$ cat config.mk
export PLATFORM = sky130hd
export DESIGN_NAME = wb_subsystem
export DESIGN_NICKNAME = d
export VERILOG_FILES = /design/src/source/rv_wb_pkg.sv /design/src/source/mem_wb_reg.sv /design/src/source/writeback_stage.sv /design/src/source/reg_file.sv /design/src/source/operand_bypass.sv /design/src/source/wb_subsystem.sv
export SDC_FILE = /design/constraint.sdc
export NUM_CORES = 2
export LEC_CHECK = 0
export BUFFER_PORTS_ARGS = -buffer_cell sky130_fd_sc_hd__buf_2
export CAP_MARGIN = 40
export CORE_ASPECT_RATIO = 0.8
export CORE_MARGIN = 5
export CORE_UTILIZATION = 40
export CTS_CLUSTER_DIAMETER = 100
export DETAILED_ROUTE_END_ITERATION = 8
export SKIP_CTS_REPAIR_TIMING = 1
export SLEW_MARGIN = 20
export SYNTH_ARGS = -nofsm -noshare
export SYNTH_HDL_FRONTEND = slang
export SYNTH_HIERARCHICAL = 1
export SYNTH_SLANG_ARGS = --single-unit
$ cat constraint.sdc
create_clock -name clk_i -period 2.92 [get_ports clk_i]
set_input_delay 0.292 -clock clk_i [delete_from_list [all_inputs] [get_ports clk_i]]
set_output_delay 0.292 -clock clk_i [all_outputs]
set_load 0.01 [all_outputs]
$ cat src/source/rv_wb_pkg.sv
/*
 * Writeback shared definitions
 * Word and register index types, result-source encoding and load widths
 */

package rv_wb_pkg;

    // ========================================
    // Basic types
    // ========================================

    // Data word for results, load data, PC and register contents
    typedef logic [31:0] word_t;

    // Register index, always 5 bits even for RV32E
    typedef logic [4:0] reg_addr_t;

    // ========================================
    // Writeback result source
    // ========================================

    // Values 5..7 are undefined and write zero
    typedef enum logic [2:0] {
        WB_SEL_ALU   = 3'd0,
        WB_SEL_MEM   = 3'd1,
        WB_SEL_PC_P4 = 3'd2,
        WB_SEL_CSR   = 3'd3,
        WB_SEL_MDU   = 3'd4
    } wb_sel_e;

    // ========================================
    // Load width codes
    // ========================================

    // Same values as the RISC-V load funct3 field
    typedef logic [2:0] load_funct3_t;

    // Signed byte, halfword and word
    localparam load_funct3_t LD_B  = 3'b000;
    localparam load_funct3_t LD_H  = 3'b001;
    localparam load_funct3_t LD_W  = 3'b010;
    // Unsigned byte and halfword
    localparam load_funct3_t LD_BU = 3'b100;
    localparam load_funct3_t LD_HU = 3'b101;

endpackage

$ cat src/source/mem_wb_reg.sv
/*
 * MEM/WB pipeline register
 * Captures one retiring instruction per mem_valid_i strobe
 */

`timescale 1ns/1ps

module mem_wb_reg (
    input  logic                   clk_i,
    input  logic                   rst_i,
    // Retirement strobe from the memory stage
    input  logic                   mem_valid_i,
    input  logic                   reg_write_i,
    input  rv_wb_pkg::reg_addr_t    rd_addr_i,
    input  rv_wb_pkg::wb_sel_e      wb_sel_i,
    // Candidate results
    input  rv_wb_pkg::word_t        alu_result_i,
    input  rv_wb_pkg::word_t        load_data_i,
    input  rv_wb_pkg::word_t        pc_i,
    input  rv_wb_pkg::word_t        csr_data_i,
    input  rv_wb_pkg::word_t        mdu_result_i,
    // Load formatting controls
    input  rv_wb_pkg::load_funct3_t load_funct3_i,
    input  logic [1:0]             addr_offset_i,
    // Registered copy toward writeback
    output logic                   valid_o,
    output logic                   reg_write_o,
    output rv_wb_pkg::reg_addr_t    rd_addr_o,
    output rv_wb_pkg::wb_sel_e      wb_sel_o,
    output rv_wb_pkg::word_t        alu_result_o,
    output rv_wb_pkg::word_t        load_data_o,
    output rv_wb_pkg::word_t        pc_o,
    output rv_wb_pkg::word_t        csr_data_o,
    output rv_wb_pkg::word_t        mdu_result_o,
    output rv_wb_pkg::load_funct3_t load_funct3_o,
    output logic [1:0]             addr_offset_o
);

    // ========================================
    // Valid bit
    // ========================================

    // Drops on any cycle without a strobe
    // so an idle cycle commits nothing
    always_ff @(posedge clk_i) begin
        if (rst_i) begin
            valid_o <= 1'b0;
        end else begin
            valid_o <= mem_valid_i;
        end
    end

    // ========================================
    // Payload fields
    // ========================================

    // Loaded only on a strobe, held otherwise
    // Stale contents are harmless while valid_o is low
    always_ff @(posedge clk_i) begin
        if (mem_valid_i) begin
            reg_write_o   <= reg_write_i;
            rd_addr_o     <= rd_addr_i;
            wb_sel_o      <= wb_sel_i;
            alu_result_o  <= alu_result_i;
            load_data_o   <= load_data_i;
            pc_o          <= pc_i;
            csr_data_o    <= csr_data_i;
            mdu_result_o  <= mdu_result_i;
            load_funct3_o <= load_funct3_i;
            addr_offset_o <= addr_offset_i;
        end
    end

endmodule

$ cat src/source/writeback_stage.sv
/*
 * Writeback stage
 * Formats load data and selects the value written to the register file
 */

`timescale 1ns/1ps

module writeback_stage (
    input  logic                   valid_i,
    input  logic                   reg_write_i,
    input  rv_wb_pkg::reg_addr_t    rd_addr_i,
    input  rv_wb_pkg::wb_sel_e      wb_sel_i,
    input  rv_wb_pkg::word_t        alu_result_i,
    input  rv_wb_pkg::word_t        load_data_i,
    input  rv_wb_pkg::load_funct3_t load_funct3_i,
    input  logic [1:0]             addr_offset_i,
    input  rv_wb_pkg::word_t        pc_i,
    input  rv_wb_pkg::word_t        csr_data_i,
    input  rv_wb_pkg::word_t        mdu_result_i,
    // Register file write port and bypass source
    output logic                   we_o,
    output rv_wb_pkg::reg_addr_t    rd_o,
    output rv_wb_pkg::word_t        data_o
);

    import rv_wb_pkg::*;

    // Load word aligned so the addressed byte sits in bits 7:0
    word_t load_shifted;
    // Sign- or zero-extended load value
    word_t load_fmt;

    // ========================================
    // Load formatting
    // ========================================

    // Offset in bytes, shift in bits
    assign load_shifted = load_data_i >> {addr_offset_i, 3'b000};

    always_comb begin
        case (load_funct3_i)
            LD_B:    load_fmt = {{24{load_shifted[7]}}, load_shifted[7:0]};
            LD_H:    load_fmt = {{16{load_shifted[15]}}, load_shifted[15:0]};
            LD_BU:   load_fmt = {24'd0, load_shifted[7:0]};
            LD_HU:   load_fmt = {16'd0, load_shifted[15:0]};
            // LD_W, plus any unused code, takes the raw word
            default: load_fmt = load_data_i;
        endcase
    end

    // ========================================
    // Result selection
    // ========================================

    always_comb begin
        case (wb_sel_i)
            WB_SEL_ALU:   data_o = alu_result_i;
            WB_SEL_MEM:   data_o = load_fmt;
            // Link value for JAL and JALR
            WB_SEL_PC_P4: data_o = pc_i + 32'd4;
            WB_SEL_CSR:   data_o = csr_data_i;
            WB_SEL_MDU:   data_o = mdu_result_i;
            // Undefined selector writes zero
            default:      data_o = '0;
        endcase
    end

    // ========================================
    // Write port control
    // ========================================

    // Only a live instruction that writes rd commits
    assign we_o = valid_i & reg_write_i;
    assign rd_o = rd_addr_i;

endmodule

$ cat src/source/reg_file.sv
/*
 * Integer register file
 * One write port, two combinational read ports, x0 hard-wired to zero
 */

`timescale 1ns/1ps

module reg_file #(
    // 32 for RV32I, 16 for RV32E
    parameter int NUM_REGS = 32
) (
    input  logic                clk_i,
    input  logic                rst_i,
    input  logic                we_i,
    input  rv_wb_pkg::reg_addr_t waddr_i,
    input  rv_wb_pkg::word_t     wdata_i,
    input  rv_wb_pkg::reg_addr_t raddr1_i,
    input  rv_wb_pkg::reg_addr_t raddr2_i,
    output rv_wb_pkg::word_t     rdata1_o,
    output rv_wb_pkg::word_t     rdata2_o
);

    import rv_wb_pkg::*;

    word_t regs [NUM_REGS];

    // Write lands at the edge that ends the commit cycle
    // x0 and unimplemented indices are dropped
    always_ff @(posedge clk_i) begin
        if (rst_i) begin
            for (int i = 0; i < NUM_REGS; i++) begin
                regs[i] <= '0;
            end
        end else if (we_i && (waddr_i != '0) && (int'(waddr_i) < NUM_REGS)) begin
            regs[waddr_i] <= wdata_i;
        end
    end

    // ========================================
    // Read ports
    // ========================================

    // x0 and indices past NUM_REGS read as zero
    assign rdata1_o = ((raddr1_i != '0) && (int'(raddr1_i) < NUM_REGS)) ?
                      regs[raddr1_i] : '0;
    assign rdata2_o = ((raddr2_i != '0) && (int'(raddr2_i) < NUM_REGS)) ?
                      regs[raddr2_i] : '0;

endmodule

$ cat src/source/operand_bypass.sv
/*
 * Operand bypass
 * Forwards the committing writeback value onto matching read ports
 */

`timescale 1ns/1ps

module operand_bypass #(
    // Must match the register file so forwarding agrees with storage
    parameter int NUM_REGS = 32
) (
    input  rv_wb_pkg::reg_addr_t raddr1_i,
    input  rv_wb_pkg::reg_addr_t raddr2_i,
    // Stored values from the register file
    input  rv_wb_pkg::word_t     rf_data1_i,
    input  rv_wb_pkg::word_t     rf_data2_i,
    // Commit in flight this cycle
    input  logic                wb_we_i,
    input  rv_wb_pkg::reg_addr_t wb_rd_i,
    input  rv_wb_pkg::word_t     wb_data_i,
    output rv_wb_pkg::word_t     op1_o,
    output rv_wb_pkg::word_t     op2_o
);

    // Commit will really be stored
    logic wb_fwd_ok;
    // Per-port address hits
    logic hit1;
    logic hit2;

    // No forwarding for x0 or an index the register file drops
    assign wb_fwd_ok = wb_we_i && (wb_rd_i != '0) && (int'(wb_rd_i) < NUM_REGS);

    assign hit1 = wb_fwd_ok && (raddr1_i == wb_rd_i);
    assign hit2 = wb_fwd_ok && (raddr2_i == wb_rd_i);

    // ========================================
    // Operand select
    // ========================================

    // Covers the cycle before the write edge
    assign op1_o = hit1 ? wb_data_i : rf_data1_i;
    assign op2_o = hit2 ? wb_data_i : rf_data2_i;

endmodule

$ cat src/source/wb_subsystem.sv
/*
 * Pipeline back end
 * MEM/WB register, writeback stage, register file and operand bypass
 * Commit is visible through the bypass in the cycle after the strobe
 */

`timescale 1ns/1ps

module wb_subsystem #(
    // 32 for RV32I, 16 for RV32E
    parameter int NUM_REGS = 32
) (
    input  logic                   clk_i,
    input  logic                   rst_i,
    // Retiring instruction from the memory stage
    input  logic                   mem_valid_i,
    input  logic                   reg_write_i,
    input  rv_wb_pkg::reg_addr_t    rd_addr_i,
    input  rv_wb_pkg::wb_sel_e      wb_sel_i,
    input  rv_wb_pkg::word_t        alu_result_i,
    input  rv_wb_pkg::word_t        load_data_i,
    input  rv_wb_pkg::load_funct3_t load_funct3_i,
    input  logic [1:0]             addr_offset_i,
    input  rv_wb_pkg::word_t        pc_i,
    input  rv_wb_pkg::word_t        csr_data_i,
    input  rv_wb_pkg::word_t        mdu_result_i,
    // Operand read ports from decode
    input  rv_wb_pkg::reg_addr_t    rs1_addr_i,
    input  rv_wb_pkg::reg_addr_t    rs2_addr_i,
    output rv_wb_pkg::word_t        rs1_data_o,
    output rv_wb_pkg::word_t        rs2_data_o,
    // Commit observation
    output logic                   wb_valid_o,
    output rv_wb_pkg::reg_addr_t    wb_rd_o,
    output rv_wb_pkg::word_t        wb_data_o
);

    import rv_wb_pkg::*;

    // ========================================
    // MEM/WB register outputs
    // ========================================
    logic         mw_valid;
    logic         mw_reg_write;
    reg_addr_t    mw_rd_addr;
    wb_sel_e      mw_wb_sel;
    word_t        mw_alu_result;
    word_t        mw_load_data;
    word_t        mw_pc;
    word_t        mw_csr_data;
    word_t        mw_mdu_result;
    load_funct3_t mw_load_funct3;
    logic [1:0]   mw_addr_offset;

    // Writeback commit
    logic      wb_we;
    reg_addr_t wb_rd;
    word_t     wb_data;

    // Stored operands before bypass
    word_t rf_rs1_data;
    word_t rf_rs2_data;

    mem_wb_reg u_mem_wb_reg (
        .clk_i         (clk_i),
        .rst_i         (rst_i),
        .mem_valid_i   (mem_valid_i),
        .reg_write_i   (reg_write_i),
        .rd_addr_i     (rd_addr_i),
        .wb_sel_i      (wb_sel_i),
        .alu_result_i  (alu_result_i),
        .load_data_i   (load_data_i),
        .pc_i          (pc_i),
        .csr_data_i    (csr_data_i),
        .mdu_result_i  (mdu_result_i),
        .load_funct3_i (load_funct3_i),
        .addr_offset_i (addr_offset_i),
        .valid_o       (mw_valid),
        .reg_write_o   (mw_reg_write),
        .rd_addr_o     (mw_rd_addr),
        .wb_sel_o      (mw_wb_sel),
        .alu_result_o  (mw_alu_result),
        .load_data_o   (mw_load_data),
        .pc_o          (mw_pc),
        .csr_data_o    (mw_csr_data),
        .mdu_result_o  (mw_mdu_result),
        .load_funct3_o (mw_load_funct3),
        .addr_offset_o (mw_addr_offset)
    );

    writeback_stage u_writeback_stage (
        .valid_i       (mw_valid),
        .reg_write_i   (mw_reg_write),
        .rd_addr_i     (mw_rd_addr),
        .wb_sel_i      (mw_wb_sel),
        .alu_result_i  (mw_alu_result),
        .load_data_i   (mw_load_data),
        .load_funct3_i (mw_load_funct3),
        .addr_offset_i (mw_addr_offset),
        .pc_i          (mw_pc),
        .csr_data_i    (mw_csr_data),
        .mdu_result_i  (mw_mdu_result),
        .we_o          (wb_we),
        .rd_o          (wb_rd),
        .data_o        (wb_data)
    );

    // Written at the edge closing the commit cycle
    reg_file #(
        .NUM_REGS (NUM_REGS)
    ) u_reg_file (
        .clk_i    (clk_i),
        .rst_i    (rst_i),
        .we_i     (wb_we),
        .waddr_i  (wb_rd),
        .wdata_i  (wb_data),
        .raddr1_i (rs1_addr_i),
        .raddr2_i (rs2_addr_i),
        .rdata1_o (rf_rs1_data),
        .rdata2_o (rf_rs2_data)
    );

    // Same-cycle view of the commit
    operand_bypass #(
        .NUM_REGS (NUM_REGS)
    ) u_operand_bypass (
        .raddr1_i   (rs1_addr_i),
        .raddr2_i   (rs2_addr_i),
        .rf_data1_i (rf_rs1_data),
        .rf_data2_i (rf_rs2_data),
        .wb_we_i    (wb_we),
        .wb_rd_i    (wb_rd),
        .wb_data_i  (wb_data),
        .op1_o      (rs1_data_o),
        .op2_o      (rs2_data_o)
    );

    // Commit observation follows the write enable
    assign wb_valid_o = wb_we;
    assign wb_rd_o    = wb_rd;
    assign wb_data_o  = wb_data;

endmodule

; Word level (Yosys, flattened, before mapping)
; Memory sizes are Yosys's and may differ from the RTL's.
; Cells that the tools add are included.
[classes]
addsub = 1
bitwise = 1
n_eq_ne = 9
n_reduce_logical = 9
shift = 1
mux = 14
[op_table]
columns = operator, count
row1 = $mux 32, 5
row2 = $pmux 32 s5, 1
row3 = $pmux 32 s4, 1
row4 = $add 32x3->32 const B, 1
row5 = $reduce_or 32->1, 1
row6 = $shr 32x5->16, 1
row7 = $reduce_bool 5->1, 3
row8 = $eq 5x5->1, 2
row9 = $eq 3x3->1 const B, 3
row10 = $eq 3x1->1 const B, 2
row11 = $eq 3x2->1 const B, 2
row12 = $logic_not 3->1, 2
row13 = $mux 1, 6
row14 = $mux 5, 1
row15 = $logic_and 1x1->1, 3
row16 = $and 1x1->1, 1
[word_totals]
memories = 1
ram_bits = 1024
elab_cells = 47
in_bits = 187
ff_bits = 175
output_inout_bits = 102
[mem_list]
columns = name, depth, width, rd, rd_ports_with_merged_regs, wr, line_no
row1 = u_reg_file.regs, 32, 32, 2, 0, 32, reg_file.sv:25  ; word_t regs [NUM_REGS];

; Longest topological paths before layout
[depth]
depth_word = 7
depth_mapped = 11
ltp_nobuf = 7

; Cells and area by module
; Netlist, hierarchy kept.
[by_module_without_submodules]
columns = module, instances, seq_area_each_um2, area_each_um2, cells_per_inst
row1 = reg_file, 1, 30749.5, 54253.3, 3502
row2 = mem_wb_reg, 1, 5245.0, 5258.8, 176
row3 = writeback_stage, 1, 0.0, 2296.0, 335
row4 = operand_bypass, 1, 0.0, 1181.1, 86

; Worst setup path before layout
; No wires, ideal clock.
[synth_path]
kind = input -> output
start = input rs2_addr_i[2]
end = output rs2_data_o[15]
n_path_buf = 3
setup_slack_ps = 438
arrival_time_ps = 2190
cell_stages = 8
cell_sequence = buf_2 > buf_2 > buf_1 > mux4_2 > a22o_1 > a2111oi_1 > nor3_1 > mux2_4
[synth_via]
elab_chain_len = 3
word_cells_on_any_way = 6
classes_between = eq/ne (1) / mux (2) / reduce/logical (2) / memory (1)
[synth_rtl]
columns = element, line_no
row1 = from (decl), wb_subsystem.sv:29  ; input rv_wb_pkg::reg_addr_t rs2_addr_i,
row2 = $mem_v2 32x32 / $reduce_bool 5->1 (equally long branches), n/a
row3 = $mux 32 (*), reg_file.sv:46  ; assign rdata2_o = ((raddr2_i != '0) && (int'(raddr2_i) < NUM_REGS)) ?
row4 = named net rf_rs2_data[15], wb_subsystem.sv:62  ; word_t rf_rs2_data;
row5 = $mux 32 (*), operand_bypass.sv:43  ; assign op2_o = hit2 ? wb_data_i : rf_data2_i;
row6 = to (decl), wb_subsystem.sv:31  ; output rv_wb_pkg::word_t rs2_data_o,
; The timed path passes the listed nets; every way through them passes the cells marked *.

; Worst setup path in the final report
[layout_path]
start = register u_mem_wb_reg.addr_offset_o[1]
end = output rs2_data_o[29]
[layout_via]
elab_chain_len = 4
[layout_rtl]
columns = element, line_no
row1 = from (decl), mem_wb_reg.sv:36  ; output logic [1:0] addr_offset_o
row2 = from (signal assigned), mem_wb_reg.sv:70  ; addr_offset_o <= addr_offset_i;
row3 = $shr 32x5->16, writeback_stage.sv:38  ; assign load_shifted = load_data_i >> {addr_offset_i, 3'b000};
row4 = $pmux 32 s4, writeback_stage.sv:41  ; case (load_funct3_i)
row5 = $pmux 32 s5, writeback_stage.sv:56  ; case (wb_sel_i)
row6 = $mux 32, operand_bypass.sv:43
; No other way between the ends.

==> out/metrics.csv <==
metric;value;unit
CP max stage delay;0.50;ns
Seq cells post-synth;1199;
Routed wire per std cell;33.3;um
Final Hold Viols;0;
Synth Area in XOR/XNOR;0.00528;
Yosys top cell area share;0.571;
Final setup viols;96;
Synth area leaders;edfxtp_1 (57%), mux4_2 (17%), and2_1 (9.9%), mux2i_1 (3.0%), clkbuf_1 (1.7%);
RSZ-0062 raised after global routing;true;
Critical-path top delay cell;or4_4;
# Max-Cap Violations;0;
first-pass GRT wire length;313;mm
crit path DAT;3.27;ns
Max transition margin;0.397;
Initial Util;0.402;
PD cells;548;mW/mm^2
fin util;0.513;
peak supply drop;0.399;mV
# IOs;289;
PortBufs;288;
Synth Area in Compound Gates;0.0438;
Die X;454;um
Chip Height;365;um
fin. max-slew vios;0;
setup TNS;-42.12;ns
Clock Sink Count;1199;
GR Util met2;0.414;
Synth async-reset ratio;0;
crit path max fanout;7;
Via density;6.03;
Post-synth EDFFs;1198;
CTS tree;done;
pre-CTS setup slack;-0.447;ns
post-synthesis mux area share;0.220;
commonest non-fill, non-tap cell in the layout;edfxtp_1;
Post-Syn Area per Cell;15.4;sq um
post-synthesis cell area;0.0630;sq mm
overall power;44.1;mW
final worst slack;-0.639;ns
met1 Track Usage GR;0.360;
top_reg_cell synth;edfxtp_1;
CTS Buffer Depth;3;
simple-gate share of the synthesized area;0.127;
Most Crowded Layer GR;met2;
crit path launch type;flop;
cell row count;130;
DIE AREA;0.166;sq mm
H-tree Lvls;4;
Routed Antenna Nets;0;
via count;43496;
drt total wl;240;mm
HP Class;primary input to flop;
global route overflow;0;
Root Driver;clkbuf_16;
1st-pass router iterations;6;
vias in the first global route;41543;
Num CTS Buffers;134;
Worst-path clk slew;0.06;ns
core area;0.157;sq mm
failing checks;negative setup slack;
area grow syn2layout;27.8;%
sequential area share after synthesis;0.571;
adder-cell share of the synthesized area;0.000199;
Synth Instances;4099;
antenna violations before repair;12;
GR Util All Layers;0.266;
placed insts;6591;
GP Congestion;0.880;
largest family of logic cells by synthesized area;multiplexers;
Max Fclk;281;MHz
leak pwr;30.5;nW
YS warnings;6;
Netlist cell types;66;
met3 global-route usage;0.0557;
dpl hpwl;148;mm
Req. time, crit path;2.63;ns
most frequent cells in the layout;edfxtp_1 (1198), and2_1 (997), buf_4 (473);
Cell Count, Final, Fillers Out;7217;
pin count of the biggest net entering global routing;82;
share of layout cells above drive strength 1;0.385;
1st-iter DRT viols;5584;
worst clock skew;0.0416;ns
DRC violations left;0;
Slew @ Worst Pin;0.903;ns
outcome;complete, but fails checks;
layout net count;5185;
crit path time final;3.56;ns
Cell Chain, Critical Path;buf_6 -> mux2i_4 -> o22ai_2 -> a21oi_2 -> or4_4 -> buf_12 -> o211ai_1 -> clkbuf_16 -> mux2_4 -> buf_6;
critical path type;flop to output port;
cell taking the most area after synthesis;edfxtp_1;
crit end category;output port;
Worst-Skew Late Latency;0.81;ns
final period utilization;1.22;
crit-path most repeated cell;buf_6;
-- area by class of cell --
class / count / area, sq um
clock inverters: 76 / 657
well taps: 2112 / 2640
diodes: 7 / 17.5
repair buffers: 1154 / 11300
flip-flops and latches: 1199 / 36000
fillers: 12906 / 76300
multi-input cells: 2501 / 26400
inverters: 7 / 26.3
clock buffers: 161 / 3480
-- per-stage QoR --
| stage | cell area, sq um | hold WS [ns] |
|---|---|---|
| floorplan | 63100 | 0.356 |
| global placement | 70700 | 0.469 |
| detailed placement | 70700 | 0.470 |
| CTS | 74800 | -0.389 |
| global route | 80500 | 0.0750 |
| finish | 80500 | 0.0632 |
-- state kept, by name, summed over array words and instances, names as in the netlist --
name                        count
u_mem_wb_reg/reg_write_o        1
u_mem_wb_reg/addr_offset_o      2
u_mem_wb_reg/wb_sel_o           3
u_mem_wb_reg/load_funct3_o      3
u_mem_wb_reg/alu_result_o      32
u_mem_wb_reg/rd_addr_o          5
u_mem_wb_reg/load_data_o       32
u_mem_wb_reg/pc_o              32
u_mem_wb_reg/csr_data_o        32
u_reg_file/regs              1024
u_mem_wb_reg/valid_o            1
u_mem_wb_reg/mdu_result_o      32
-- per-layer routing --
| metal | routed length, um | up-vias |
|---|---|---|
| met5 | 0 | - |
| met4 | 12600 | 0 |
| met3 | 25500 | 504 |
| met2 | 109000 | 2875 |
| met1 | 92900 | 22368 |
| li1 | - | 17749 |
-- worst max-delay path: cells and delay by family (launching register included) --
kind                   cells  cell delay, ns
AOI/OAI and AO/OA          3            0.37
DFF                        1            0.49
buffers and inverters      4            0.74
muxes                      2            0.38
and+or+nand+nor            1            0.50
-- power by group --
group	total (mW)	internal, mW	switching, mW
Clock	16.5	9.10	7.39
Combinational	7.69	3.52	4.17
Sequential	19.9	19.5	0.364
Total	44.1	32.2	11.9
-- cells by family after synthesis --
family	after synthesis
AO/OA/AOI/OAI	357
XOR/XNOR	38
adder cells (fa/ha/maj)	1
buffers and inverters	433
flip-flops	1199
multiplexers	759
other	1
AND/OR/NAND/NOR	1311
-- final timing paths --
kind / from / end / slack [ns] / depth (start not counted)
hold / removal: mem_valid_i / u_mem_wb_reg/mdu_result_o[30] / 0.06 / 1
hold reg to reg: u_mem_wb_reg/csr_data_o[9] / u_reg_file/regs[13][9] / 0.91 / 4
setup / recovery: u_mem_wb_reg/addr_offset_o[1] / rs2_data_o[29] / -0.64 / 10
setup reg to reg: u_mem_wb_reg/addr_offset_o[1] / u_reg_file/regs[25][16] / 0.10 / 13
-- Yosys cell counts (29+ instances only) --
| master | number |
|---|---|
| a2111oi_1 | 41 |
| a21oi_1 | 30 |
| a22o_1 | 52 |
| and2_1 | 999 |
| buf_2 | 55 |
| buf_4 | 43 |
| clkbuf_1 | 288 |
| edfxtp_1 | 1198 |
| mux2_2 | 39 |
| mux2_4 | 60 |
| mux2i_1 | 188 |
| mux4_2 | 472 |
| nand2_1 | 29 |
| nor2_1 | 81 |
| nor3_1 | 58 |
| o22ai_1 | 104 |
| or2_2 | 36 |
(Power assumes the default switching activity.)
